$ cat src/include/serial_pc_defines.svh
`ifndef SERIAL_PC_DEFINES_SVH
`define SERIAL_PC_DEFINES_SVH

// ***********************************************************************
// core wide constants
// ***********************************************************************

// word width, one bit per clock in a pass
`define SPC_XLEN 32

// first fetch address out of reset
`define SPC_RESET_PC 32'h0000_0008

`endif

$ cat src/serial_pc_pkg.sv
`include "serial_pc_defines.svh"

package serial_pc_pkg;

   // ********************************************************************
   // words and counters
   // ********************************************************************

   // pc, offset, trap vector and rd value
   typedef logic [`SPC_XLEN-1:0] pc_t;

   // which four-bit group of the word is on the line
   typedef logic [2:0] bitcnt_t;

   // one-hot bit position inside a group
   typedef logic [3:0] phase_t;

   // ********************************************************************
   // step results
   // ********************************************************************

   // where the next pc comes from
   typedef enum logic [1:0] {
      SRC_SEQ  = 2'd0,   // pc + 4
      SRC_JUMP = 2'd1,   // pc relative or absolute target
      SRC_TRAP = 2'd2    // trap vector
   } pc_src_e;

endpackage

$ cat src/serial_adder.sv
`timescale 1ns/1ps

module serial_adder (
   input  logic clk,
   input  logic i_rst,
   input  logic i_a,
   input  logic i_b,
   input  logic i_clr,
   output logic o_q
);

   logic carry;
   logic carry_nxt;

   // full adder, carry held between bits
   assign o_q       = i_a ^ i_b ^ carry;
   assign carry_nxt = (i_a & i_b) | (carry & (i_a ^ i_b));

   always_ff @(posedge clk) begin
      if (i_rst || i_clr) begin
         carry <= 1'b0;   // fresh word on the next pass
      end else begin
         carry <= carry_nxt;
      end
   end

endmodule

$ cat src/pc_shift_reg.sv
`timescale 1ns/1ps
`include "serial_pc_defines.svh"

module pc_shift_reg (
   input  logic                 clk,
   input  logic                 i_rst,
   input  logic                 i_en,
   input  logic                 i_d,
   output logic                 o_q,
   output logic [`SPC_XLEN-1:1] o_par
);

   logic [`SPC_XLEN-1:0] data;

   // ********************************************************************
   // circular shifter, new bits enter at the top
   // ********************************************************************

   always_ff @(posedge clk) begin
      if (i_rst) begin
         data <= `SPC_RESET_PC;
      end else if (i_en) begin
         data <= {i_d, data[`SPC_XLEN-1:1]};
      end
   end

   // lsb is the bit on the line during a pass
   assign o_q = data[0];

   // full word readable while idle
   assign o_par = data[`SPC_XLEN-1:1];

endmodule

$ cat src/pc_ctrl.sv
`timescale 1ns/1ps
`include "serial_pc_defines.svh"

module pc_ctrl (
   input  logic                   clk,
   input  logic                   i_rst,
   // step state
   input  logic                   i_pc_en,
   input  serial_pc_pkg::bitcnt_t i_cnt,
   input  serial_pc_pkg::phase_t  i_cnt_r,
   input  logic                   i_cnt_done,
   // control
   input  logic                   i_jump,
   input  logic                   i_jal_or_jalr,
   input  logic                   i_utype,
   input  logic                   i_pc_rel,
   input  logic                   i_trap,
   // serial data
   input  logic                   i_imm,
   input  logic                   i_buf,
   input  logic                   i_csr_pc,
   output logic                   o_rd,
   output logic                   o_bad_pc,
   // instruction bus
   output serial_pc_pkg::pc_t     o_ibus_adr,
   output logic                   o_ibus_cyc,
   input  logic                   i_ibus_ack
);

   import serial_pc_pkg::*;

   logic                 fetch_pend;
   logic                 pc_bit;
   logic [`SPC_XLEN-1:1] pc_upper;
   logic                 plus_4;
   logic                 pc_plus_4;
   logic                 offset_a;
   logic                 offset_b;
   logic                 pc_plus_offset;
   logic                 pc_plus_offset_aligned;
   logic                 new_pc;
   pc_src_e              pc_src;

   // ********************************************************************
   // serial adders
   // ********************************************************************

   // single one injected at bit 2
   assign plus_4 = i_cnt_r[2] & (i_cnt == bitcnt_t'(0));

   serial_adder u_add_plus_4 (
      .clk   (clk),
      .i_rst (i_rst),
      .i_a   (pc_bit),
      .i_b   (plus_4),
      .i_clr (i_cnt_done),
      .o_q   (pc_plus_4)
   );

   assign offset_a = i_pc_rel & pc_bit;           // absolute target when pc_rel is low
   assign offset_b = i_utype ? i_imm : i_buf;

   serial_adder u_add_offset (
      .clk   (clk),
      .i_rst (i_rst),
      .i_a   (offset_a),
      .i_b   (offset_b),
      .i_clr (!i_pc_en),
      .o_q   (pc_plus_offset)
   );

   // flag is still low on bit 0, which clears the lsb of the target
   assign pc_plus_offset_aligned = pc_plus_offset & fetch_pend;
   assign o_bad_pc               = pc_plus_offset_aligned;

   // ********************************************************************
   // next pc and rd
   // ********************************************************************

   always_comb begin
      if (i_trap) begin
         pc_src = SRC_TRAP;
      end else if (i_jump) begin
         pc_src = SRC_JUMP;
      end else begin
         pc_src = SRC_SEQ;
      end
   end

   always_comb begin
      case (pc_src)
         SRC_TRAP: new_pc = i_csr_pc & fetch_pend;
         SRC_JUMP: new_pc = pc_plus_offset_aligned;
         default:  new_pc = pc_plus_4;
      endcase
   end

   assign o_rd = (i_utype & pc_plus_offset) | (i_jal_or_jalr & pc_plus_4);

   pc_shift_reg u_pc_reg (
      .clk   (clk),
      .i_rst (i_rst),
      .i_en  (i_pc_en),
      .i_d   (new_pc),
      .o_q   (pc_bit),
      .o_par (pc_upper)
   );

   // ********************************************************************
   // fetch request
   // ********************************************************************

   always_ff @(posedge clk) begin
      if (i_rst) begin
         fetch_pend <= 1'b1;              // fetch the reset pc first
      end else if (i_pc_en) begin
         fetch_pend <= 1'b1;
      end else if (o_ibus_cyc && i_ibus_ack) begin
         fetch_pend <= 1'b0;
      end
   end

   assign o_ibus_cyc = fetch_pend & !i_pc_en;
   assign o_ibus_adr = {pc_upper, pc_bit};

endmodule

$ cat src/step_sequencer.sv
`timescale 1ns/1ps

module step_sequencer (
   input  logic                   clk,
   input  logic                   i_rst,
   input  logic                   i_start,
   output logic                   o_load,
   output logic                   o_pc_en,
   output logic                   o_cnt_done,
   output logic                   o_ready,
   output serial_pc_pkg::bitcnt_t o_cnt,
   output serial_pc_pkg::phase_t  o_cnt_r
);

   import serial_pc_pkg::*;

   localparam logic [4:0] LAST_POS = 5'd31;

   logic       running;
   logic [4:0] pos;       // bit index within the pass
   phase_t     ring;

   // ********************************************************************
   // pass window
   // ********************************************************************

   assign o_ready    = !running;
   assign o_load     = i_start & o_ready;   // starts while busy are dropped
   assign o_cnt_done = running & (pos == LAST_POS);

   always_ff @(posedge clk) begin
      if (i_rst) begin
         running <= 1'b0;
      end else if (o_load) begin
         running <= 1'b1;
      end else if (o_cnt_done) begin
         running <= 1'b0;
      end
   end

   // ********************************************************************
   // bit position and phase ring
   // ********************************************************************

   always_ff @(posedge clk) begin
      if (i_rst) begin
         pos  <= '0;
         ring <= 4'b0001;
      end else if (running) begin
         pos  <= pos + 5'd1;                  // wraps to 0 after the last bit
         ring <= {ring[2:0], ring[3]};
      end
   end

   assign o_pc_en = running;
   assign o_cnt   = pos[4:2];
   assign o_cnt_r = ring;

endmodule

$ cat src/word_serializer.sv
`timescale 1ns/1ps

module word_serializer (
   input  logic               clk,
   input  logic               i_load,
   input  logic               i_en,
   input  serial_pc_pkg::pc_t i_word,
   output logic               o_bit
);

   import serial_pc_pkg::*;

   pc_t shreg;

   // ********************************************************************
   // parallel in, serial out
   // ********************************************************************

   always_ff @(posedge clk) begin
      if (i_load) begin
         shreg <= i_word;
      end else if (i_en) begin
         shreg <= shreg >> 1;     // next bit moves down to the lsb
      end
   end

   // lsb first
   assign o_bit = shreg[0];

endmodule

$ cat src/rd_collector.sv
`timescale 1ns/1ps

module rd_collector (
   input  logic               clk,
   input  logic               i_rst,
   input  logic               i_en,
   input  logic               i_bit,
   input  logic               i_last,
   output serial_pc_pkg::pc_t o_word,
   output logic               o_valid
);

   import serial_pc_pkg::*;

   pc_t word;
   logic valid;

   // lsb arrives first, so after a full pass it sits at bit 0
   always_ff @(posedge clk) begin
      if (i_en) begin
         word <= {i_bit, word[$bits(pc_t)-1:1]};
      end
   end

   always_ff @(posedge clk) begin
      if (i_rst) begin
         valid <= 1'b0;
      end else begin
         valid <= i_en & i_last;   // one cycle after the final bit
      end
   end

   assign o_word  = word;
   assign o_valid = valid;

endmodule

$ cat src/serial_pc_top.sv
`timescale 1ns/1ps

module serial_pc_top (
   input  logic               clk,
   input  logic               i_rst,
   input  logic               i_start,
   // step control, held through the pass
   input  logic               i_jump,
   input  logic               i_jal_or_jalr,
   input  logic               i_utype,
   input  logic               i_pc_rel,
   input  logic               i_trap,
   input  serial_pc_pkg::pc_t i_offset,
   input  serial_pc_pkg::pc_t i_trap_vec,
   // instruction bus
   input  logic               i_ibus_ack,
   output logic               o_ready,
   output serial_pc_pkg::pc_t o_ibus_adr,
   output logic               o_ibus_cyc,
   // rd result
   output serial_pc_pkg::pc_t o_rd_value,
   output logic               o_rd_valid
);

   import serial_pc_pkg::*;

   logic    load;
   logic    pc_en;
   logic    cnt_done;
   bitcnt_t cnt;
   phase_t  cnt_r;
   logic    offset_bit;
   logic    trap_bit;
   logic    rd_bit;

   step_sequencer u_seq (
      .clk        (clk),
      .i_rst      (i_rst),
      .i_start    (i_start),
      .o_load     (load),
      .o_pc_en    (pc_en),
      .o_cnt_done (cnt_done),
      .o_ready    (o_ready),
      .o_cnt      (cnt),
      .o_cnt_r    (cnt_r)
   );

   word_serializer u_offset_ser (
      .clk    (clk),
      .i_load (load),
      .i_en   (pc_en),
      .i_word (i_offset),
      .o_bit  (offset_bit)
   );

   word_serializer u_trap_ser (
      .clk    (clk),
      .i_load (load),
      .i_en   (pc_en),
      .i_word (i_trap_vec),
      .o_bit  (trap_bit)
   );

   // misaligned target bit has no consumer here
   pc_ctrl u_ctrl (
      .clk           (clk),
      .i_rst         (i_rst),
      .i_pc_en       (pc_en),
      .i_cnt         (cnt),
      .i_cnt_r       (cnt_r),
      .i_cnt_done    (cnt_done),
      .i_jump        (i_jump),
      .i_jal_or_jalr (i_jal_or_jalr),
      .i_utype       (i_utype),
      .i_pc_rel      (i_pc_rel),
      .i_trap        (i_trap),
      .i_imm         (offset_bit),
      .i_buf         (offset_bit),
      .i_csr_pc      (trap_bit),
      .o_rd          (rd_bit),
      .o_bad_pc      (),
      .o_ibus_adr    (o_ibus_adr),
      .o_ibus_cyc    (o_ibus_cyc),
      .i_ibus_ack    (i_ibus_ack)
   );

   rd_collector u_rd (
      .clk     (clk),
      .i_rst   (i_rst),
      .i_en    (pc_en),
      .i_bit   (rd_bit),
      .i_last  (cnt_done),
      .o_word  (o_rd_value),
      .o_valid (o_rd_valid)
   );

endmodule

$ cat config.mk
export PLATFORM = sky130hd
export DESIGN_NAME = serial_pc_top
export DESIGN_NICKNAME = d
export VERILOG_FILES = /design/src/serial_pc_pkg.sv /design/src/serial_adder.sv /design/src/pc_shift_reg.sv /design/src/pc_ctrl.sv /design/src/step_sequencer.sv /design/src/word_serializer.sv /design/src/rd_collector.sv /design/src/serial_pc_top.sv
export VERILOG_INCLUDE_DIRS = /design/src /design/src/include
export SDC_FILE = /design/constraint.sdc
export NUM_CORES = 1
export LEC_CHECK = 0
export ABC_AREA = 1
export ABC_CLOCK_PERIOD_IN_PS = 3160
export BUFFER_PORTS_ARGS = -buffer_cell sky130_fd_sc_hd__buf_2
export CAP_MARGIN = 20
export CORE_MARGIN = 1
export CORE_UTILIZATION = 48
export CTS_CLUSTER_DIAMETER = 60
export CTS_CLUSTER_SIZE = 40
export DETAILED_ROUTE_END_ITERATION = 16
export GPL_TIMING_DRIVEN = 0
export HOLD_SLACK_MARGIN = 0.15
export PLACE_DENSITY = 0.73
export SYNTH_ARGS = -nofsm -noshare
export SYNTH_HDL_FRONTEND = slang
export SYNTH_SLANG_ARGS = --single-unit
$ cat constraint.sdc
create_clock -name clk -period 3.16 [get_ports clk]
set_clock_uncertainty 0.05 [all_clocks]
set_input_delay 0.632 -clock clk [delete_from_list [all_inputs] [get_ports clk]]
set_output_delay 0.632 -clock clk [all_outputs]
set_load 0.02 [all_outputs]
---- Word-level counts from Yosys, hierarchy flattened ----
Index checks and enable logic that the tools add are counted.
storage, ports and cells
  register bits ........................... 142
  bits of input ports ..................... 73
  output and inout bits ................... 67
  word-level logic and storage cells ...... 53
operators by class
  add/subtract/negate cells ............... 1
  equality and inequality tests ........... 3
  multiplexer cells ....................... 9
  bitwise logic cells ..................... 21
  reductions and logical operators ........ 8
operators by type and width
  kind                   number
  $mux W32               4
  $and A1 B1 Y1          14
  $add A5 B1 Y5 const B  1
  $eq A5 B5 Y1 const B   1
  $reduce_bool A2 Y1     2
  $xor A1 B1 Y1          4
  $logic_not A3 Y1       1
  $mux W1                3
  $or A1 B1 Y1           3
  $eq A2 B1 Y1 const B   1
  $eq A2 B2 Y1 const B   1
  $logic_or A1 B1 Y1     2
  $mux W2                1
  $pmux W1 S2            1
  $reduce_or A2 Y1       1
  $logic_and A1 B1 Y1    1
  $logic_not A1 Y1       1

---- Logic depth before layout (Yosys ltp) ----
  depth in word-level cells ............... 6
  depth in mapped cells ................... 9
  gate-level depth less buffers ........... 9

---- Hierarchy ----
A second synthesis with hierarchy kept.
unflattened totals
  cells, all modules ...................... 601
  area total of the unflattened synthesis .. 6,168.4 um^2
modules (own cells, without submodules)
  module           instances  cells each  area each (um^2)  sequential area each (um^2)
  word_serializer  2          136         1,442.6           960.9
  pc_shift_reg     1          202         1,615.3           640.6
  rd_collector     1          35          991.0             980.9
  step_sequencer   1          55          431.7             200.2
  pc_ctrl          1          27          137.6             20.0
  serial_adder     2          5           53.8              20.0

---- Worst setup path before layout ----
OpenSTA, ideal clock, no wires.
  path kind ............................... reg-to-reg
  from .................................... register u_seq.running (netlist: u_seq.o_pc_en)
  to ...................................... register u_offset_ser.shreg[0], enable pin
  library setup time ...................... 423 ps
  arrival time ............................ 2,955 ps
  required time ........................... 2,687 ps
  setup slack ............................. -268 ps
  cell stages (with the launch flop) ...... 5
  buffers on the path ..................... 2
  period minus slack after synthesis ...... 3,428 ps
  cells stage by stage .................... dfxtp_1 -> buf_4 -> inv_4 -> buf_2 -> nand2_1
on the way
  longest elaborated chain between the ends .. 3
ends and longest elaborated chain
  element                              RTL line               RTL
  from (decl)                          step_sequencer.sv:19   logic running;
  from (signal assigned)               step_sequencer.sv:33   running <= 1'b0;
  from (signal assigned)               step_sequencer.sv:35   running <= 1'b1;
  from (signal assigned)               step_sequencer.sv:37   running <= 1'b0;
  $logic_not A1 Y1                     step_sequencer.sv:27   assign o_ready = !running;
  net o_ready                          serial_pc_top.sv:17    output logic o_ready,
  $and A1 B1 Y1                        step_sequencer.sv:28   assign o_load = i_start & o_ready;
  $reduce_bool A2 Y1 (no source line)  -
  to (signal assigned)                 word_serializer.sv:21  shreg <= i_word;
  to (signal assigned)                 word_serializer.sv:23  shreg <= shreg >> 1;
  to (decl)                            word_serializer.sv:13  pc_t shreg;
The timed path passes the listed nets, and every way through them passes these cells.
A chain may end at the register's enable or synchronous reset.

---- Worst setup path in the final report ----
  from .................................... register u_seq.running (netlist: u_seq.o_pc_en)
  to ...................................... register u_trap_ser.shreg[6], enable pin
on the way
  longest elaborated chain between the ends .. 3
ends and longest elaborated chain
  element                                RTL line
  $logic_not A1 Y1                       step_sequencer.sv:27
  $and A1 B1 Y1                          step_sequencer.sv:28
  $reduce_bool A2 Y1 (no source line) *  -
  to (signal assigned)                   word_serializer.sv:21
  to (signal assigned)                   word_serializer.sv:23
  to (decl)                              word_serializer.sv:13
Mark *: on every way between the ends. The rest lies on a longest branch, timed or not.

==> flow_metrics.env <==
export IMPL_max_freq_ghz=0.358
export IMPL_synth_seq_area_share_pct=67.0
export IMPL_nNetsFinal=728
export IMPL_critPathArrivalTime_ps=2850
export IMPL_crit_fanout=39
export IMPL_grt_antenna_before_repair=0
export IMPL_vdd_ir_drop_max_mv=0.434
export IMPL_p_leak_nw=3.18
export IMPL_end_kind="flip-flop"
export IMPL_required_ps=3220
export IMPL_ys_flop_type="edfxtp_1"
export IMPL_p_total_mw=4.52
export IMPL_clkLatencyLatePin_ps=410
export IMPL_cts_buffers=17
export IMPL_cts_path_max_buffers=2
export IMPL_path_class="reg -> reg"
export IMPL_grt_max_degree=40
export IMPL_period_minus_slack_ps=2790
export IMPL_synth_edf_count=96
export IMPL_synth_top_cell_area_share_pct=50.8
export IMPL_grtUsageTotal_pct=19.3
export IMPL_clock_tree_root_cell="clkbuf_16"
export IMPL_p_int_mw=3.50
export IMPL_wl_met3_um=587
export IMPL_swShare_pct=22.5
export IMPL_ys_async_sr_fraction_pct=0
export IMPL_syn_to_final_growth_pct=26.5
export IMPL_drc=0
export IMPL_nFillCells=916
export IMPL_drive_above_1_share_pct=34.8
export IMPL_syn_nets=569
export IMPL_place_ws_ps=325
export IMPL_path_clk_slew_ps=60
export IMPL_dr_pass1_iters=4
export IMPL_synth_most_common_cell="nand2_1"
export IMPL_finalMaxSlewViolations=0
export IMPL_setup_viol=0
export IMPL_synth_area_sq_um=5680
export IMPL_met1Wirelength_um=4850
export IMPL_io_buffer_count=138
export IMPL_grt_pass1_wl_um=18400
export IMPL_hold_viol_final=0
export IMPL_wl_per_cell_um=13.8
export IMPL_layout_cells_non_filler=806
export IMPL_whs_ps=363
export IMPL_worstMarginPinSlew_ps=953
export IMPL_slew_headroom_pct=36.3
export IMPL_outcome="complete, no violations"
export IMPL_totalWireLength_um=11100
export IMPL_hold_buffers=0
export IMPL_h_tree_depth=4
export IMPL_ctsResizeCount=0
export IMPL_rows=39
export IMPL_postCtsSetupRepairBufs=0
export IMPL_hp_class="in -> reg"
export IMPL_antenna_cells=0
export IMPL_power_share_clock_pct=42.2
export IMPL_grt_pass1_vias=3876
export IMPL_dr_wl_met2_um=5420
export IMPL_top_layer="met4"
export IMPL_synth_largest_area_cell="edfxtp_1"
export IMPL_ys_ff_latch=142
export IMPL_dpl_cell_count=775
export IMPL_cap_violations=0
export IMPL_avgSynthCellArea_sq_um=11.5
export IMPL_cts_tree="built"
export IMPL_clock_sinks=142
export IMPL_vias=3924
export IMPL_dieArea_sq_um=12300
export IMPL_chipHeight_um=111
export IMPL_coreArea_sq_um=11500
export IMPL_pwr_share_comb_pct=8.8
export IMPL_ant_nets=0
export IMPL_p_per_area_nw_per_um2=630
export IMPL_fin_crit_sh_pct=88.3
export IMPL_grt_overflow_total=0
export IMPL_drt_iter0_markers=204
export IMPL_yosys_top_cells_count="144 x nand2_1, 96 x edfxtp_1, 63 x nand3_1"
export IMPL_placed_area_sq_um=6600
export IMPL_die_x_um=111
export IMPL_pwr_share_seq_pct=49.0
export IMPL_rsz0062_at_grt="false"
export IMPL_setup_ws_ps=369
export IMPL_cp_start_kind="flip-flop"
export IMPL_io_pins=140
export IMPL_vias_per_cell=4.87
export IMPL_synth_cells=492
export IMPL_ys_warnings_count=0
export IMPL_yosys_top_cells_area="edfxtp_1 51%, dfxtp_1 16%, nand2_1 9.5%"
export IMPL_gp_congestion=0.773
export IMPL_synth_cell_types=25
export IMPL_p_sw_mw=1.02
export IMPL_dp_hpwl_um=7780
export IMPL_stdcell_area_sq_um=7180
export IMPL_initial_core_util_pct=49.5
## final timing paths
| path | start | end | slack [ps] | cells after the start |
|---|---|---|---|---|
| max | u_seq.o_pc_en | u_trap_ser.shreg[6] | 370 | 5 |
| min | i_ibus_ack | u_ctrl.fetch_pend | 360 | 2 |
| min reg2reg | u_rd.o_word[20] | u_rd.o_word[19] | 390 | 0 |
| max reg2reg | u_seq.o_pc_en | u_trap_ser.shreg[6] | 370 | 5 |
## per-layer routing
metal | vias to the layer above | GRT usage, %
met5 | - | 0
met4 | 0 | 8.53
met3 | 15 | 4.87
met2 | 117 | 31.9
met1 | 1809 | 24.1
li1 | 1983 | -
## kinds of logic (layout without fill, tap and decap cells)
group	after synthesis	count (layout)	synth area share, %
AND/OR/NAND/NOR	222	222	16.6
flip-flops	142	142	67.0
buffers and inverters	80	251	7.10
AO/OA/AOI/OAI	44	44	8.16
adder cells (fa/ha/maj)	4	4	1.15
## critical path, stage by stage, from the launching register on
cell and delay, ps:
dfxtp_1 860, buf_4 310, inv_4 80, buf_2 190, nand2_2 720, buf_16 260
## state kept, by name, summed over array words and instances, names as in the netlist
register                   flops
u_rd.o_word                   32
u_seq.pos                      5
u_ctrl.u_pc_reg.data          32
u_ctrl.u_add_plus_4.carry      1
u_ctrl.fetch_pend              1
u_ctrl.u_add_offset.carry      1
u_trap_ser.shreg              32
u_rd.o_valid                   1
u_seq.o_cnt_r                  4
u_offset_ser.shreg            32
u_seq.o_pc_en                  1
## power by group through the flow
| stage | Clock [mW] | Combinational, mW | Sequential [mW] |
|---|---|---|---|
| floorplan | 0 | 0.219 | 2.27 |
| finish | 1.91 | 0.398 | 2.21 |
| global placement | 0 | 0.372 | 2.25 |
| CTS | 1.94 | 0.403 | 2.21 |
| detailed placement | 0 | 0.402 | 2.25 |
| global route | 2.02 | 0.447 | 2.23 |
## area by class of cell
cell class              instances  area, sq um  share of cell area, %
plain buffers                  28          200                   2.79
clock buffers                  21          494                   6.89
clock inverters                10         80.1                   1.12
inverters                      52          203                   2.82
multi-input cells             270         1470                   20.5
flip-flops and latches        142         3800                   53.0
well taps                     143          179                   2.49
repair buffers                140          746                   10.4
## through the flow
stage | utilization [%] | setup TNS (ps)
CTS | 62.6 | 0
global route | 62.6 | 0
detailed placement | 57.6 | 0
global placement | 57.1 | -17300
finish | 62.6 | 0
floorplan | - | 0
## placed cells by master (no fill, tap or decap), types with 3 or more instances in the layout
cell	count
o22ai_2	30
buf_2	145
dfxtp_1	46
nand3_1	63
inv_1	49
nand2_1	143
clkbuf_16	19
o21ai_0	4
inv_4	7
clkinv_2	5
buf_4	9
buf_6	7
buf_1	4
a21oi_1	3
nor2_1	11
edfxtp_1	96
(Power assumes the default switching activity.)
